<file path="src/design/fp_params.svh">
`ifndef FP_PARAMS_SVH
`define FP_PARAMS_SVH

`define FP_MANT_W 32
`define FP_EXP_W 8

// one-shot lengths in clocks
`define FP_STEP_TICKS 3
`define FP_IRQ_TICKS 4

`define FP_ADDR_A_MANT 8'h00
`define FP_ADDR_A_EXP 8'h04
`define FP_ADDR_B_MANT 8'h08
`define FP_ADDR_B_EXP 8'h0C
`define FP_ADDR_CMD 8'h10
`define FP_ADDR_STATUS 8'h14
`define FP_ADDR_R_MANT 8'h18
`define FP_ADDR_R_EXP 8'h1C

`endif

</file>
<file path="src/design/fp_pkg.sv">
`default_nettype none

`include "fp_params.svh"

package fp_pkg;

	// command codes, as written to the command register
	typedef enum logic [1:0] {
		op_nrf = 2'd0,
		op_ad = 2'd1,
		op_sd = 2'd2
	} fp_op_e;

	// value is mant * 2^exp, both two's complement
	typedef struct packed {
		logic [`FP_EXP_W-1:0] exp;
		logic [`FP_MANT_W-1:0] mant;
	} fp_num_t;

	// datapath enables, valid for one clock
	typedef struct packed {
		logic load_a;
		logic load_b;
		logic swap;
		logic align_shift;
		logic add;
		logic sub;
		logic fix_ovf;
		logic norm_shift;
		logic zero_exp;
		logic store;
	} fp_ctl_t;

	typedef struct packed {
		logic exp_a_less;
		logic exp_diff_done;
		logic mant_ovf;
		logic normal;
		logic mant_zero;
		logic exp_range_err;
	} fp_flags_t;

	typedef struct packed {
		logic busy;
		logic ovf;
		logic unf;
		logic zero;
	} fp_status_t;

endpackage

`default_nettype wire

</file>
<file path="src/design/fp_univib.sv">
`default_nettype none

module fp_univib #(
	parameter int ticks = 1
) (
	input logic got_fp,
	input logic _0_f,
	input logic trig,
	output logic q
);

	localparam int cnt_w = $clog2(ticks + 1);

	logic trig_d;
	logic [cnt_w-1:0] cnt;

	// rising trig (re)loads the count
	always_ff @(posedge got_fp or posedge _0_f) begin
		if (_0_f) begin
			trig_d <= 1'b0;
			cnt <= '0;
		end else begin
			trig_d <= trig;
			if (trig & ~trig_d)
				cnt <= cnt_w'(ticks);
			else if (cnt != '0)
				cnt <= cnt - 1'b1;
		end
	end

	assign q = (cnt != '0);

endmodule

`default_nettype wire

</file>
<file path="src/design/fp_sequencer.sv">
`default_nettype none

module fp_sequencer (
	input logic got_fp,
	input logic _0_f,
	input logic start,
	input fp_pkg::fp_op_e op,
	input fp_pkg::fp_flags_t flags,
	input logic step_busy,
	output logic step_trig,
	output fp_pkg::fp_ctl_t ctl,
	output logic irq_trig,
	output fp_pkg::fp_status_t status
);

	import fp_pkg::*;

	// one-hot state flags
	typedef struct packed {
		logic idle;
		logic load;
		logic swap;
		logic align;
		logic add;
		logic fix;
		logic normalize;
		logic store;
		logic done;
	} st_t;

	localparam st_t st_idle = '{idle: 1'b1, default: 1'b0};

	st_t st;
	st_t st_n;
	fp_op_e op_q;
	logic armed;
	logic en;
	logic go;
	logic [4:0] loop_cnt;

	assign go = (st.idle | st.done) & start;

	// enable cycle comes once the step pulse has run out
	assign en = armed & ~step_busy;

	always_comb begin
		st_n = st;
		ctl = '0;
		step_trig = 1'b0;
		irq_trig = 1'b0;
		if (go) begin
			st_n = '0;
			st_n.load = 1'b1;
			step_trig = 1'b1;
		end else if (st.done) begin
			st_n = st_idle;
		end else if (en) begin
			st_n = '0;
			step_trig = 1'b1;
			if (st.load) begin
				ctl.load_a = 1'b1;
				ctl.load_b = 1'b1;
				if (op_q == op_nrf)
					st_n.normalize = 1'b1;
				else
					st_n.swap = 1'b1;
			end
			if (st.swap) begin
				// larger exponent goes to the accumulator
				ctl.swap = flags.exp_a_less;
				st_n.align = 1'b1;
			end
			if (st.align) begin
				if (flags.exp_diff_done | (&loop_cnt)) begin
					st_n.add = 1'b1;
				end else begin
					ctl.align_shift = 1'b1;
					st_n.align = 1'b1;
				end
			end
			if (st.add) begin
				ctl.sub = (op_q == op_sd);
				ctl.add = (op_q != op_sd);
				st_n.fix = 1'b1;
			end
			if (st.fix) begin
				ctl.fix_ovf = flags.mant_ovf;
				st_n.normalize = 1'b1;
			end
			if (st.normalize) begin
				if (flags.mant_zero) begin
					ctl.zero_exp = 1'b1;
					st_n.store = 1'b1;
				end else if (flags.normal) begin
					st_n.store = 1'b1;
				end else begin
					ctl.norm_shift = 1'b1;
					st_n.normalize = 1'b1;
				end
			end
			if (st.store) begin
				ctl.store = 1'b1;
				irq_trig = 1'b1;
				step_trig = 1'b0;
				st_n.done = 1'b1;
			end
		end
	end

	always_ff @(posedge got_fp or posedge _0_f) begin
		if (_0_f) begin
			st <= st_idle;
			op_q <= op_nrf;
			armed <= 1'b0;
			loop_cnt <= '0;
			status <= '0;
		end else begin
			st <= st_n;
			if (step_trig)
				armed <= 1'b1;
			else if (en)
				armed <= 1'b0;
			if (go) begin
				op_q <= op;
				loop_cnt <= '0;
				status <= '{busy: 1'b1, default: 1'b0};
			end
			if (ctl.align_shift)
				loop_cnt <= loop_cnt + 1'b1;
			// exponent wraps, only the flag remembers it
			if (ctl.fix_ovf & flags.exp_range_err)
				status.ovf <= 1'b1;
			if (ctl.norm_shift & flags.exp_range_err)
				status.unf <= 1'b1;
			if (ctl.store) begin
				status.busy <= 1'b0;
				status.zero <= flags.mant_zero;
			end
		end
	end

endmodule

`default_nettype wire

</file>
<file path="src/design/fp_datapath.sv">
`default_nettype none

`include "fp_params.svh"

module fp_datapath (
	input logic got_fp,
	input logic _0_f,
	input fp_pkg::fp_num_t a,
	input fp_pkg::fp_num_t b,
	input fp_pkg::fp_ctl_t ctl,
	output fp_pkg::fp_flags_t flags,
	output fp_pkg::fp_num_t result
);

	import fp_pkg::*;

	localparam int mant_w = `FP_MANT_W;
	localparam int exp_w = `FP_EXP_W;
	localparam logic [exp_w-1:0] exp_max = {1'b0, {(exp_w-1){1'b1}}};
	localparam logic [exp_w-1:0] exp_min = {1'b1, {(exp_w-1){1'b0}}};

	// mantissas carry one guard bit above the sign
	logic [exp_w-1:0] acc_exp;
	logic [mant_w:0] acc_mant;
	logic [exp_w-1:0] opb_exp;
	logic [mant_w:0] opb_mant;
	logic swapped;
	logic [mant_w:0] sum;

	// after a swap the operands sit the other way round
	always_comb begin
		if (!ctl.sub)
			sum = acc_mant + opb_mant;
		else if (swapped)
			sum = opb_mant - acc_mant;
		else
			sum = acc_mant - opb_mant;
	end

	always_ff @(posedge got_fp) begin
		if (ctl.load_a) begin
			acc_exp <= a.exp;
			acc_mant <= {a.mant[mant_w-1], a.mant};
		end
		if (ctl.load_b) begin
			opb_exp <= b.exp;
			opb_mant <= {b.mant[mant_w-1], b.mant};
		end
		if (ctl.swap) begin
			acc_exp <= opb_exp;
			acc_mant <= opb_mant;
			opb_exp <= acc_exp;
			opb_mant <= acc_mant;
		end
		// one bit per step, truncating
		if (ctl.align_shift) begin
			opb_mant <= $signed(opb_mant) >>> 1;
			opb_exp <= opb_exp + 1'b1;
		end
		if (ctl.add | ctl.sub)
			acc_mant <= sum;
		if (ctl.fix_ovf) begin
			acc_mant <= $signed(acc_mant) >>> 1;
			acc_exp <= acc_exp + 1'b1;
		end
		if (ctl.norm_shift) begin
			acc_mant <= {acc_mant[mant_w-1:0], 1'b0};
			acc_exp <= acc_exp - 1'b1;
		end
		if (ctl.zero_exp)
			acc_exp <= '0;
	end

	always_ff @(posedge got_fp or posedge _0_f) begin
		if (_0_f) begin
			swapped <= 1'b0;
			result <= '0;
		end else begin
			if (ctl.load_a)
				swapped <= 1'b0;
			else if (ctl.swap)
				swapped <= 1'b1;
			if (ctl.store)
				result <= '{exp: acc_exp, mant: acc_mant[mant_w-1:0]};
		end
	end

	assign flags.exp_a_less = $signed(acc_exp) < $signed(opb_exp);
	assign flags.exp_diff_done = (acc_exp == opb_exp);
	assign flags.mant_ovf = acc_mant[mant_w] ^ acc_mant[mant_w-1];
	assign flags.normal = acc_mant[mant_w-1] ^ acc_mant[mant_w-2];
	assign flags.mant_zero = (acc_mant == '0);
	// the inc or dec now being enabled would wrap
	assign flags.exp_range_err = (ctl.fix_ovf & (acc_exp == exp_max)) |
		(ctl.norm_shift & (acc_exp == exp_min));

endmodule

`default_nettype wire

</file>
<file path="src/design/fp_apb_regs.sv">
`default_nettype none

`include "fp_params.svh"

module fp_apb_regs (
	input logic got_fp,
	input logic _0_f,
	input logic psel,
	input logic penable,
	input logic pwrite,
	input logic [7:0] paddr,
	input logic [31:0] pwdata,
	output logic [31:0] prdata,
	output logic pready,
	output logic pslverr,
	output fp_pkg::fp_num_t a,
	output fp_pkg::fp_num_t b,
	output logic start,
	output fp_pkg::fp_op_e op,
	input fp_pkg::fp_num_t result,
	input fp_pkg::fp_status_t status
);

	import fp_pkg::*;

	localparam int exp_w = `FP_EXP_W;

	logic addr_ok;
	logic read_only;
	logic cmd_sel;
	logic access;
	logic wr_ok;

	// register map, exponents sign-extended
	always_comb begin
		addr_ok = 1'b1;
		read_only = 1'b0;
		cmd_sel = 1'b0;
		case (paddr)
			`FP_ADDR_A_MANT: prdata = a.mant;
			`FP_ADDR_A_EXP: prdata = {{(32-exp_w){a.exp[exp_w-1]}}, a.exp};
			`FP_ADDR_B_MANT: prdata = b.mant;
			`FP_ADDR_B_EXP: prdata = {{(32-exp_w){b.exp[exp_w-1]}}, b.exp};
			`FP_ADDR_CMD: begin
				cmd_sel = 1'b1;
				prdata = {30'b0, op};
			end
			`FP_ADDR_STATUS: begin
				read_only = 1'b1;
				prdata = {{(32-$bits(fp_status_t)){1'b0}}, status};
			end
			`FP_ADDR_R_MANT: begin
				read_only = 1'b1;
				prdata = result.mant;
			end
			`FP_ADDR_R_EXP: begin
				read_only = 1'b1;
				prdata = {{(32-exp_w){result.exp[exp_w-1]}}, result.exp};
			end
			default: begin
				addr_ok = 1'b0;
				prdata = '0;
			end
		endcase
	end

	// no wait states
	assign pready = 1'b1;
	assign access = psel & penable;
	assign pslverr = access &
		(~addr_ok | (pwrite & (read_only | (cmd_sel & status.busy))));
	assign wr_ok = access & pwrite & ~pslverr;

	always_ff @(posedge got_fp) begin
		if (wr_ok) begin
			case (paddr)
				`FP_ADDR_A_MANT: a.mant <= pwdata;
				`FP_ADDR_A_EXP: a.exp <= pwdata[exp_w-1:0];
				`FP_ADDR_B_MANT: b.mant <= pwdata;
				`FP_ADDR_B_EXP: b.exp <= pwdata[exp_w-1:0];
				default: ;
			endcase
		end
	end

	always_ff @(posedge got_fp or posedge _0_f) begin
		if (_0_f) begin
			start <= 1'b0;
			op <= op_nrf;
		end else begin
			start <= wr_ok & cmd_sel;
			if (wr_ok & cmd_sel)
				op <= fp_op_e'(pwdata[1:0]);
		end
	end

endmodule

`default_nettype wire

</file>
<file path="src/design/fp_unit.sv">
`default_nettype none

`include "fp_params.svh"

module fp_unit (
	input logic got_fp,
	input logic _0_f,
	input logic psel,
	input logic penable,
	input logic pwrite,
	input logic [7:0] paddr,
	input logic [31:0] pwdata,
	output logic [31:0] prdata,
	output logic pready,
	output logic pslverr,
	output logic fp_irq
);

	import fp_pkg::*;

	fp_num_t a;
	fp_num_t b;
	fp_num_t result;
	fp_op_e op;
	fp_status_t status;
	fp_ctl_t ctl;
	fp_flags_t flags;
	logic start;
	logic step_trig;
	logic step_busy;
	logic irq_trig;

	fp_apb_regs regs0 (
		.got_fp(got_fp),
		._0_f(_0_f),
		.psel(psel),
		.penable(penable),
		.pwrite(pwrite),
		.paddr(paddr),
		.pwdata(pwdata),
		.prdata(prdata),
		.pready(pready),
		.pslverr(pslverr),
		.a(a),
		.b(b),
		.start(start),
		.op(op),
		.result(result),
		.status(status)
	);

	fp_sequencer seq0 (
		.got_fp(got_fp),
		._0_f(_0_f),
		.start(start),
		.op(op),
		.flags(flags),
		.step_busy(step_busy),
		.step_trig(step_trig),
		.ctl(ctl),
		.irq_trig(irq_trig),
		.status(status)
	);

	fp_datapath dp0 (
		.got_fp(got_fp),
		._0_f(_0_f),
		.a(a),
		.b(b),
		.ctl(ctl),
		.flags(flags),
		.result(result)
	);

	// paces each microstep
	fp_univib #(.ticks(`FP_STEP_TICKS)) step_vib (
		.got_fp(got_fp),
		._0_f(_0_f),
		.trig(step_trig),
		.q(step_busy)
	);

	// end-of-operation pulse
	fp_univib #(.ticks(`FP_IRQ_TICKS)) irq_vib (
		.got_fp(got_fp),
		._0_f(_0_f),
		.trig(irq_trig),
		.q(fp_irq)
	);

endmodule

`default_nettype wire

</file>
<file path="config.mk">
export PLATFORM = sky130hd
export DESIGN_NAME = fp_unit
export DESIGN_NICKNAME = d
export VERILOG_FILES = /design/src/design/fp_pkg.sv /design/src/design/fp_univib.sv /design/src/design/fp_sequencer.sv /design/src/design/fp_datapath.sv /design/src/design/fp_apb_regs.sv /design/src/design/fp_unit.sv
export VERILOG_INCLUDE_DIRS = /design/src /design/src/design
export SDC_FILE = /design/constraint.sdc
export NUM_CORES = 1
export LEC_CHECK = 0
export ABC_AREA = 1
export BUFFER_PORTS_ARGS = -buffer_cell sky130_fd_sc_hd__buf_2
export CORE_ASPECT_RATIO = 2
export CORE_MARGIN = 4
export CORE_UTILIZATION = 60
export CTS_BUF_LIST = sky130_fd_sc_hd__clkbuf_8
export CTS_CLUSTER_DIAMETER = 100
export DETAILED_ROUTE_END_ITERATION = 10
export HOLD_SLACK_MARGIN = 0.1
export PLACE_DENSITY = 0.78
export RECOVER_POWER = 50
export SLEW_MARGIN = 20
export SYNTH_ARGS = -nofsm -noshare
export SYNTH_HDL_FRONTEND = slang
export SYNTH_SLANG_ARGS = --single-unit
</file>
<file path="constraint.sdc">
create_clock -name got_fp -period 7.6 [get_ports got_fp]
set_input_delay 1.52 -clock got_fp [delete_from_list [all_inputs] [get_ports got_fp]]
set_output_delay 1.52 -clock got_fp [all_outputs]
set_load 0.1 [all_outputs]
</file>
==> results of run 1 <==
==> synthesized netlist by cell type, drive strengths merged <==
cell type	instances	area [sq um]
a211oi	3	22.5
a21boi	1	7.51
a21o	5	37.5
a21oi	232	1160
a221oi	6	52.6
a22o	4	35.0
a31oi	5	31.3
a32o	2	20.0
and2	4	25.0
buf	54	290
clkbuf	46	175
clkinv	2	7.51
conb	1	3.75
dfrtp	70	1750
dfstp	1	26.3
dfxtp	9	180
edfxtp	153	4590
fa	3	60.1
ha	114	1430
inv	357	1340
mux2i	1	10.0
nand2	688	2600
nand3	149	758
nand3b	3	22.5
nand4	29	181
nor2	179	697
nor3	30	160
nor4	5	37.5
o2111ai	13	114
o211ai	24	180
o21a	5	37.5
o21ai	216	1080
o21bai	16	120
o221ai	2	17.5
o22ai	41	257
o311ai	1	8.76
o31ai	3	22.5
o32ai	1	8.76
or2	12	75.1
or3b	1	8.76
xnor2	3	26.3
xor2	8	70.1
==> registers in the layout, indices dropped and copies added, names as in the netlist <==
name / flops
regs0.op: 2
step_vib.trig_d: 1
dp0.swapped: 1
seq0.armed: 1
irq_vib.cnt: 3
regs0.start: 1
irq_vib.trig_d: 1
dp0.opb_exp: 8
dp0.acc_mant: 33
dp0.acc_exp: 8
seq0.loop_cnt: 5
regs0.a: 40
seq0.op_q: 2
regs0.b: 40
seq0.status: 4
dp0.result: 40
dp0.opb_mant: 33
seq0.st: 8
step_vib.cnt: 2
==> routing by layer <==
layer	track usage	routed length [um]
met2	0.706	33400
met3	0.0742	6210
met1	0.469	22800
met5	0	0
met4	0.302	6700
==> where the power goes <==
group	internal [mW]	switching [mW]
registers	1.35	0.000195
clock network	0.571	0.488
logic	0.00972	0.0364
total	1.93	0.525
==> final cells by class <==
cell class | instances | area (sq um)
fill | 2719 | 10200
multi-input combinational | 1810 | 9370
sequential | 233 | 6550
inverter | 359 | 1350
clock buffer | 33 | 454
tap | 360 | 450
timing repair buffer | 89 | 427
clock inverter | 20 | 225
antenna | 1 | 2.50
==> metrics by stage <==
stage / setup slack [ns] / hold WS (ns) / instance area, sq um
floorplan: 2.05 / 0.397 / 17700
global placement: 2.00 / 0.427 / 18200
detailed placement: 1.90 / 0.445 / 18200
CTS: 1.89 / 0.472 / 18900
global route: 0.613 / 0.487 / 18800
finish: 0.679 / 0.459 / 18800
==> logic make-up (layout without fill, tap and decap cells) <==
| logic type | count (synthesis) | count (layout) | share of synthesized area |
|---|---|---|---|
| AOI/OAI and AO/OA | 580 | 580 | 0.181 |
| xor gates and xnor gates | 11 | 11 | 0.00543 |
| adders and majority gates | 117 | 117 | 0.0838 |
| buffers and inverters | 459 | 501 | 0.102 |
| DFF | 233 | 233 | 0.369 |
| muxes | 1 | 1 | 0.000564 |
| other | 1 | 2 | 0.000211 |
| and+or+nand+nor | 1100 | 1100 | 0.257 |
==> path summary, 6_finish.rpt <==
path / start / to / cells past startpoint
min: regs0.start / seq0.st[8] / 1
max in group asynchronous: _0_f / seq0.loop_cnt[3] / 3
min reg2reg: regs0.start / seq0.st[8] / 1
max reg2reg: irq_vib.trig_d / dp0.acc_mant[25] / 12
min in group asynchronous: _0_f / irq_vib.cnt[0] / 3
max: irq_vib.trig_d / dp0.acc_mant[25] / 12
==> results.txt, run 1 <==
----------------------------------------------------
[Worst setup path]
  Dominant cell type by count on the critical path ... nand2_1
  Worst-path cell chain ... o21ai_0 -> nand2_4 -> nor2_1 -> nand2_2 -> inv_2 -> nand3_1 -> nand2_1 -> nand2_1 -> nand3_1 -> nand2_1 -> nand2_1 -> nand2_1
  Signal arrival time at the worst endpoint ... 7.27 ns
  Critical path peak fanout ... 47
  Largest stage delay, worst path ... 1.68 ns
  Category of the worst setup path capture point ... register
  CP Buf/Inv Count ... 1
  Worst setup slack for register-to-register paths ... 0.68 ns
  Data required time at the worst endpoint ... 7.94 ns
  Largest delay contributor family on the critical path ... simple AND/OR/NAND/NOR gates
  Start-to-end type of the worst setup path ... register to register
  Cell type of the slowest stage on the worst timing path ... nor2_1
  Startpoint types ... register

[Global routing]
  Wire length of the first global-routing pass ... 103 mm
  Number of global-route vias before repair ... 17,964
  Total Routing Usage GR ... 0.420
  Initial antenna violation count ... 1
  Overflow left after global routing ... 0
  Largest net degree at the start of global routing ... 90

[Power]
  Static leakage power ... 8.77 nW
  Peak supply drop ... 0.190 mV
  Total power ... 2.45 mW
  Power per unit of standard cell area ... 130 mW/mm^2

[Logic synthesis]
  Syn Inst Count ... 2,502
  Number of synthesized register bits ... 233
  Syn_nets ... 2,664
  Yosys cell types ... 58
  Post-Syn Area per Cell ... 7.09 sq um
  Total number of yosys warnings ... 0
  Cell Area, Synth ... 0.0177 sq mm
  Proportion of synthesized chip area in sequential cells ... 0.369

[Floorplan]
  Die Outline Area ... 0.0326 sq mm
  Initial core utilization ... 0.610
  Area of the core region ... 0.0291 sq mm
  Num ports ... 80
  Die extent in x ... 130 um
  Vert. Die Dim ... 251 um
  Number of placement rows ... 88

[Status]
  Violations in the final reports ... max-capacitance violations, max-slew violations
  Run status ... finished with violations

[Routing]
  Detailed-routing iteration count for the pre-antenna-repair pass ... 6
  Total wire length after detailed routing ... 69.1 mm
  Number of nets with antenna violations after routing ... 0
  Via count ... 18,396
  DRC violation count after routing ... 0
  Avg WL per Cell ... 23.8 um
  Drt initial violations ... 2,321
  Avg Vias per Cell ... 6.33

[Finish]
  Total number of nets in the final design ... 2,684
  Count of placed standard cells in the final layout, fillers left out ... 2,905
  Area growth from synthesis to final layout ... 6.12%
  Ratio of cells with drive above 1 in the final layout ... 0.0527
  Core Util, Final ... 0.648
  Commonest non-fill, non-tap cells in the layout ... 683 x nand2_1, 354 x inv_1, 231 x a21oi_1
  Most frequent standard cell in the layout excluding fill and tap cells ... nand2_1

[Timing]
  Setup total negative slack ... 0 ns
  Count of final hold-check violations ... 0
  Slew at the pin closest to its max-slew limit ... 4.18 ns
  Slew Limit Headroom ... -1.78
  Final Slew Violations ... 377
  Unrepaired setup endpoints after global routing ... no
  Max Fclk ... 0.144 GHz
  Part of the cycle the worst path needs ... 0.911
  Crit path time final ... 6.92 ns
  Number of endpoints failing setup at the final stage ... 0
  Maximum clock skew at final layout ... 0.0259 ns

[CTS]
  Total of cells resized after clock tree synthesis ... 0
  Clock latency of the later-clocked register in the worst-skew pair ... 0.60 ns
  Clock tree root buffer cell ... clkbuf_8
  Post-CTS Repair Setup Buffers ... 0
  Hold Buf Count CTS ... 0
  CTS tree ... built
  Clock Sinks ... 233
  Clock buffer count from CTS ... 29
  CTS max path bufs ... 3
  CTS HTree Levels ... 1
  CTS clk-pin slew, worst paths ... 0.07 ns

[Placed design]
  HPWL after DPL ... 52.3 mm
  Number of buffers inserted by port buffering ... 78
  Placer's final routability congestion estimate ... 1.05
  Inst Count DP ... 2,851

[Job]
  Max cap viols ... 9

[Hold path]
  Path class of the lowest-slack min-delay path ... register to register

----------------------------------------------------
Note: power is estimated with default switching activity, not from simulation.
==> run 2: changes to the inputs <==
--- a/config.mk
+++ b/config.mk
@@ -10,12 +10,12 @@
 export BUFFER_PORTS_ARGS = -buffer_cell sky130_fd_sc_hd__buf_2
 export CORE_ASPECT_RATIO = 2
 export CORE_MARGIN = 4
-export CORE_UTILIZATION = 60
+export CORE_UTILIZATION = 70
 export CTS_BUF_LIST = sky130_fd_sc_hd__clkbuf_8
 export CTS_CLUSTER_DIAMETER = 100
 export DETAILED_ROUTE_END_ITERATION = 10
 export HOLD_SLACK_MARGIN = 0.1
-export PLACE_DENSITY = 0.78
+export PLACE_DENSITY = 0.89
 export RECOVER_POWER = 50
 export SLEW_MARGIN = 20
 export SYNTH_ARGS = -nofsm -noshare
==> run 2 against run 1 <==
The flow still finishes with violations (max-capacitance violations, max-slew violations). Total power is 0.32% higher. Flip-flop and latch count is the same. Critical path depth down 3. Die area shrank 14%. Via count grew 3.7%. Sequential share of layout area about the same. Register-to-register slack gained 0.15 ns. Wire length increased by 0.23%. Clock power about the same. Clock-buffer cell count stayed put. Global-route usage rose by 7.0 points. Cell area decreased by 0.12%. Critical endpoint is now dp0.acc_mant[3]. Largest power group unchanged.
==> results.txt, run 2 (synthesized netlist as in run 1, its figures left out) <==
----------------------------------------------------
[Status]
  Run status ... finished with violations (unchanged)
  Violations in the final reports ... max-capacitance violations, max-slew violations (unchanged)

[Routing]
  Avg WL per Cell ... 24.0 um (was 23.8 um)
  Detailed-routing iteration count for the pre-antenna-repair pass ... 7 (was 6)
  Via count ... 19,079 (was 18,396)
  Total wire length after detailed routing ... 69.3 mm (was 69.1 mm)
  Avg Vias per Cell ... 6.62 (was 6.33)
  Number of nets with antenna violations after routing ... 0 (unchanged)
  DRC violation count after routing ... 0 (unchanged)
  Drt initial violations ... 3,127 (was 2,321)

[Power]
  Peak supply drop ... 0.202 mV (was 0.190 mV)
  Power per unit of standard cell area ... 131 mW/mm^2 (was 130 mW/mm^2)
  Total power ... 2.46 mW (was 2.45 mW)
  Static leakage power ... 8.80 nW (was 8.77 nW)

[Finish]
  Total number of nets in the final design ... 2,686 (was 2,684)
  Area used by sequential logic in the layout ... 0.00655 sq mm (unchanged)
  Largest registers ... dp0.result x40, regs0.a x40, regs0.b x40 (unchanged)
  Area growth from synthesis to final layout ... 5.99% (was 6.12%)
  Most frequent standard cell in the layout excluding fill and tap cells ... nand2_1 (unchanged)
  Ratio of cells with drive above 1 in the final layout ... 0.0538 (was 0.0527)
  Layout filler cell count ... 1,992 (was 2,719)
  Core Util, Final ... 0.751 (was 0.648)
  Total area of multi-input combinational cells ... 0.00936 sq mm (was 0.00937 sq mm)
  Commonest non-fill, non-tap cells in the layout ... 684 x nand2_1, 354 x inv_1, 231 x a21oi_1 (was 683 x nand2_1, 354 x inv_1, 231 x a21oi_1)

[Timing]
  Worst hold slack after final layout ... 0.420 ns (was 0.459 ns)
  Slew at the pin closest to its max-slew limit ... 3.79 ns (was 4.18 ns)
  Slew Limit Headroom ... -1.53 (was -1.78)
  Number of endpoints failing setup at the final stage ... 0 (unchanged)
  Final Slew Violations ... 380 (was 377)
  Count of final hold-check violations ... 0 (unchanged)
  Maximum clock skew at final layout ... 0.0262 ns (was 0.0259 ns)
  Crit path time final ... 6.77 ns (was 6.92 ns)
  Max Fclk ... 0.148 GHz (was 0.144 GHz)
  Unrepaired setup endpoints after global routing ... no (unchanged)
  Part of the cycle the worst path needs ... 0.891 (was 0.911)
  Setup total negative slack ... 0 ns (unchanged)

[Worst setup path]
  Cell type of the slowest stage on the worst timing path ... clkbuf_1 (was nor2_1)
  Critical path peak fanout ... 51 (was 47)
  Category of the worst setup path capture point ... register (unchanged)
  Startpoint types ... register (unchanged)
  Signal arrival time at the worst endpoint ... 7.10 ns (was 7.27 ns)
  Largest stage delay, worst path ... 2.06 ns (was 1.68 ns)
  Data required time at the worst endpoint ... 7.93 ns (was 7.94 ns)
  Worst-path cell chain ... o21ai_0 -> nand2_4 -> nor2_1 -> clkbuf_1 -> inv_1 -> o211ai_1 -> o21ai_1 -> nand2_1 -> nand3_1 (was o21ai_0 -> nand2_4 -> nor2_1 -> nand2_2 -> inv_2 -> nand3_1 -> nand2_1 -> nand2_1 -> nand3_1 -> nand2_1 -> nand2_1 -> nand2_1)
  Start-to-end type of the worst setup path ... register to register (unchanged)

[Floorplan]
  Die extent in x ... 121 um (was 130 um)
  Area of the core region ... 0.0250 sq mm (was 0.0291 sq mm)
  Number of placement rows ... 82 (was 88)
  Num ports ... 80 (unchanged)
  Initial core utilization ... 0.709 (was 0.610)
  Die Outline Area ... 0.0281 sq mm (was 0.0326 sq mm)
  Vert. Die Dim ... 233 um (was 251 um)

[CTS]
  Hold Buf Count CTS ... 0 (unchanged)
  Post-CTS Repair Setup Buffers ... 0 (unchanged)
  Clock tree root buffer cell ... clkbuf_8 (unchanged)
  Clock Sinks ... 233 (unchanged)
  Total of cells resized after clock tree synthesis ... 0 (unchanged)
  CTS clk-pin slew, worst paths ... 0.07 ns (about the same)
  CTS max path bufs ... 3 (unchanged)
  Clock buffer count from CTS ... 28 (was 29)
  CTS tree ... built (unchanged)
  CTS HTree Levels ... 1 (unchanged)
  Clock latency of the later-clocked register in the worst-skew pair ... 0.60 ns (about the same)

[Global routing]
  Initial antenna violation count ... 2 (was 1)
  Wire length of the first global-routing pass ... 104 mm (was 103 mm)
  Number of global-route vias before repair ... 18,712 (was 17,964)
  Total Routing Usage GR ... 0.490 (was 0.420)
  Overflow left after global routing ... 0 (unchanged)
  Largest net degree at the start of global routing ... 108 (was 90)

[Placed design]
  Placer's final routability congestion estimate ... 1.10 (was 1.05)
  HPWL after DPL ... 50.6 mm (was 52.3 mm)
  Number of buffers inserted by port buffering ... 78 (unchanged)

[Hold path]
  Path class of the lowest-slack min-delay path ... register to register (unchanged)

[Job]
  Max cap viols ... 9 (unchanged)

----------------------------------------------------
run 2: cell count changes in the layout (fill, tap and decap cells not counted), moves of 2 or more:
cell,change
buf_4,+2
clkinv_1,-3
clkinv_2,+3
clkinvlp_4,-2
nand2_2,-2
nor2_4,-2
run 2: worst max-delay path, delay by kind of cell (launching register included):
family | cells | cell delay (ns)
compound gates | 3 | 1.71
flops | 1 | 0.43
simple gates | 4 | 1.15
buf+inv | 2 | 3.17
run 2: final timing paths:
kind,startpoint,end,slack [ns],depth (start not counted)
max,irq_vib.trig_d,dp0.acc_mant[3],0.83,9
min,regs0.start,seq0.st[8],0.42,1
max reg2reg,irq_vib.trig_d,dp0.acc_mant[3],0.83,9
min reg2reg,regs0.start,seq0.st[8],0.42,1
max in group asynchronous,_0_f,seq0.loop_cnt[3],2.74,3
min in group asynchronous,_0_f,dp0.result[9],0.91,2
run 2: layer usage:
layer / track usage / part of all wire / vias up
met2: 0.797 / 0.46 / 1678
met3: 0.113 / 0.12 / 548
li1: - / - / 8340
met4: 0.441 / 0.12 / 0
met5: 0 / 0 / -
met1: 0.522 / 0.30 / 8513
run 2: area by class of cell:
type                            count  share of cell area
Tap cell                          336              0.0224
Clock buffer                       33              0.0241
Sequential cell                   233               0.348
Multi-Input combinational cell   1810               0.498
Inverter                          359              0.0716
Timing Repair Buffer               92              0.0237
Clock inverter                     19              0.0118
Antenna cell                        1            0.000133
run 2: report_power, final:
group	switching, mW	total (mW)	internal, mW
clock network	0.495	1.07	0.571
logic	0.0380	0.0478	0.00978
registers	0.000258	1.35	1.35
run 2: through the flow:
step	area [sq um]	setup WS, ns	cells
floorplan	17700	2.05	2502
global placement	18200	2.03	2830
detailed placement	18200	1.93	2830
CTS	18900	1.86	2882
global route	18800	0.654	2883
finish	18800	0.827	2883
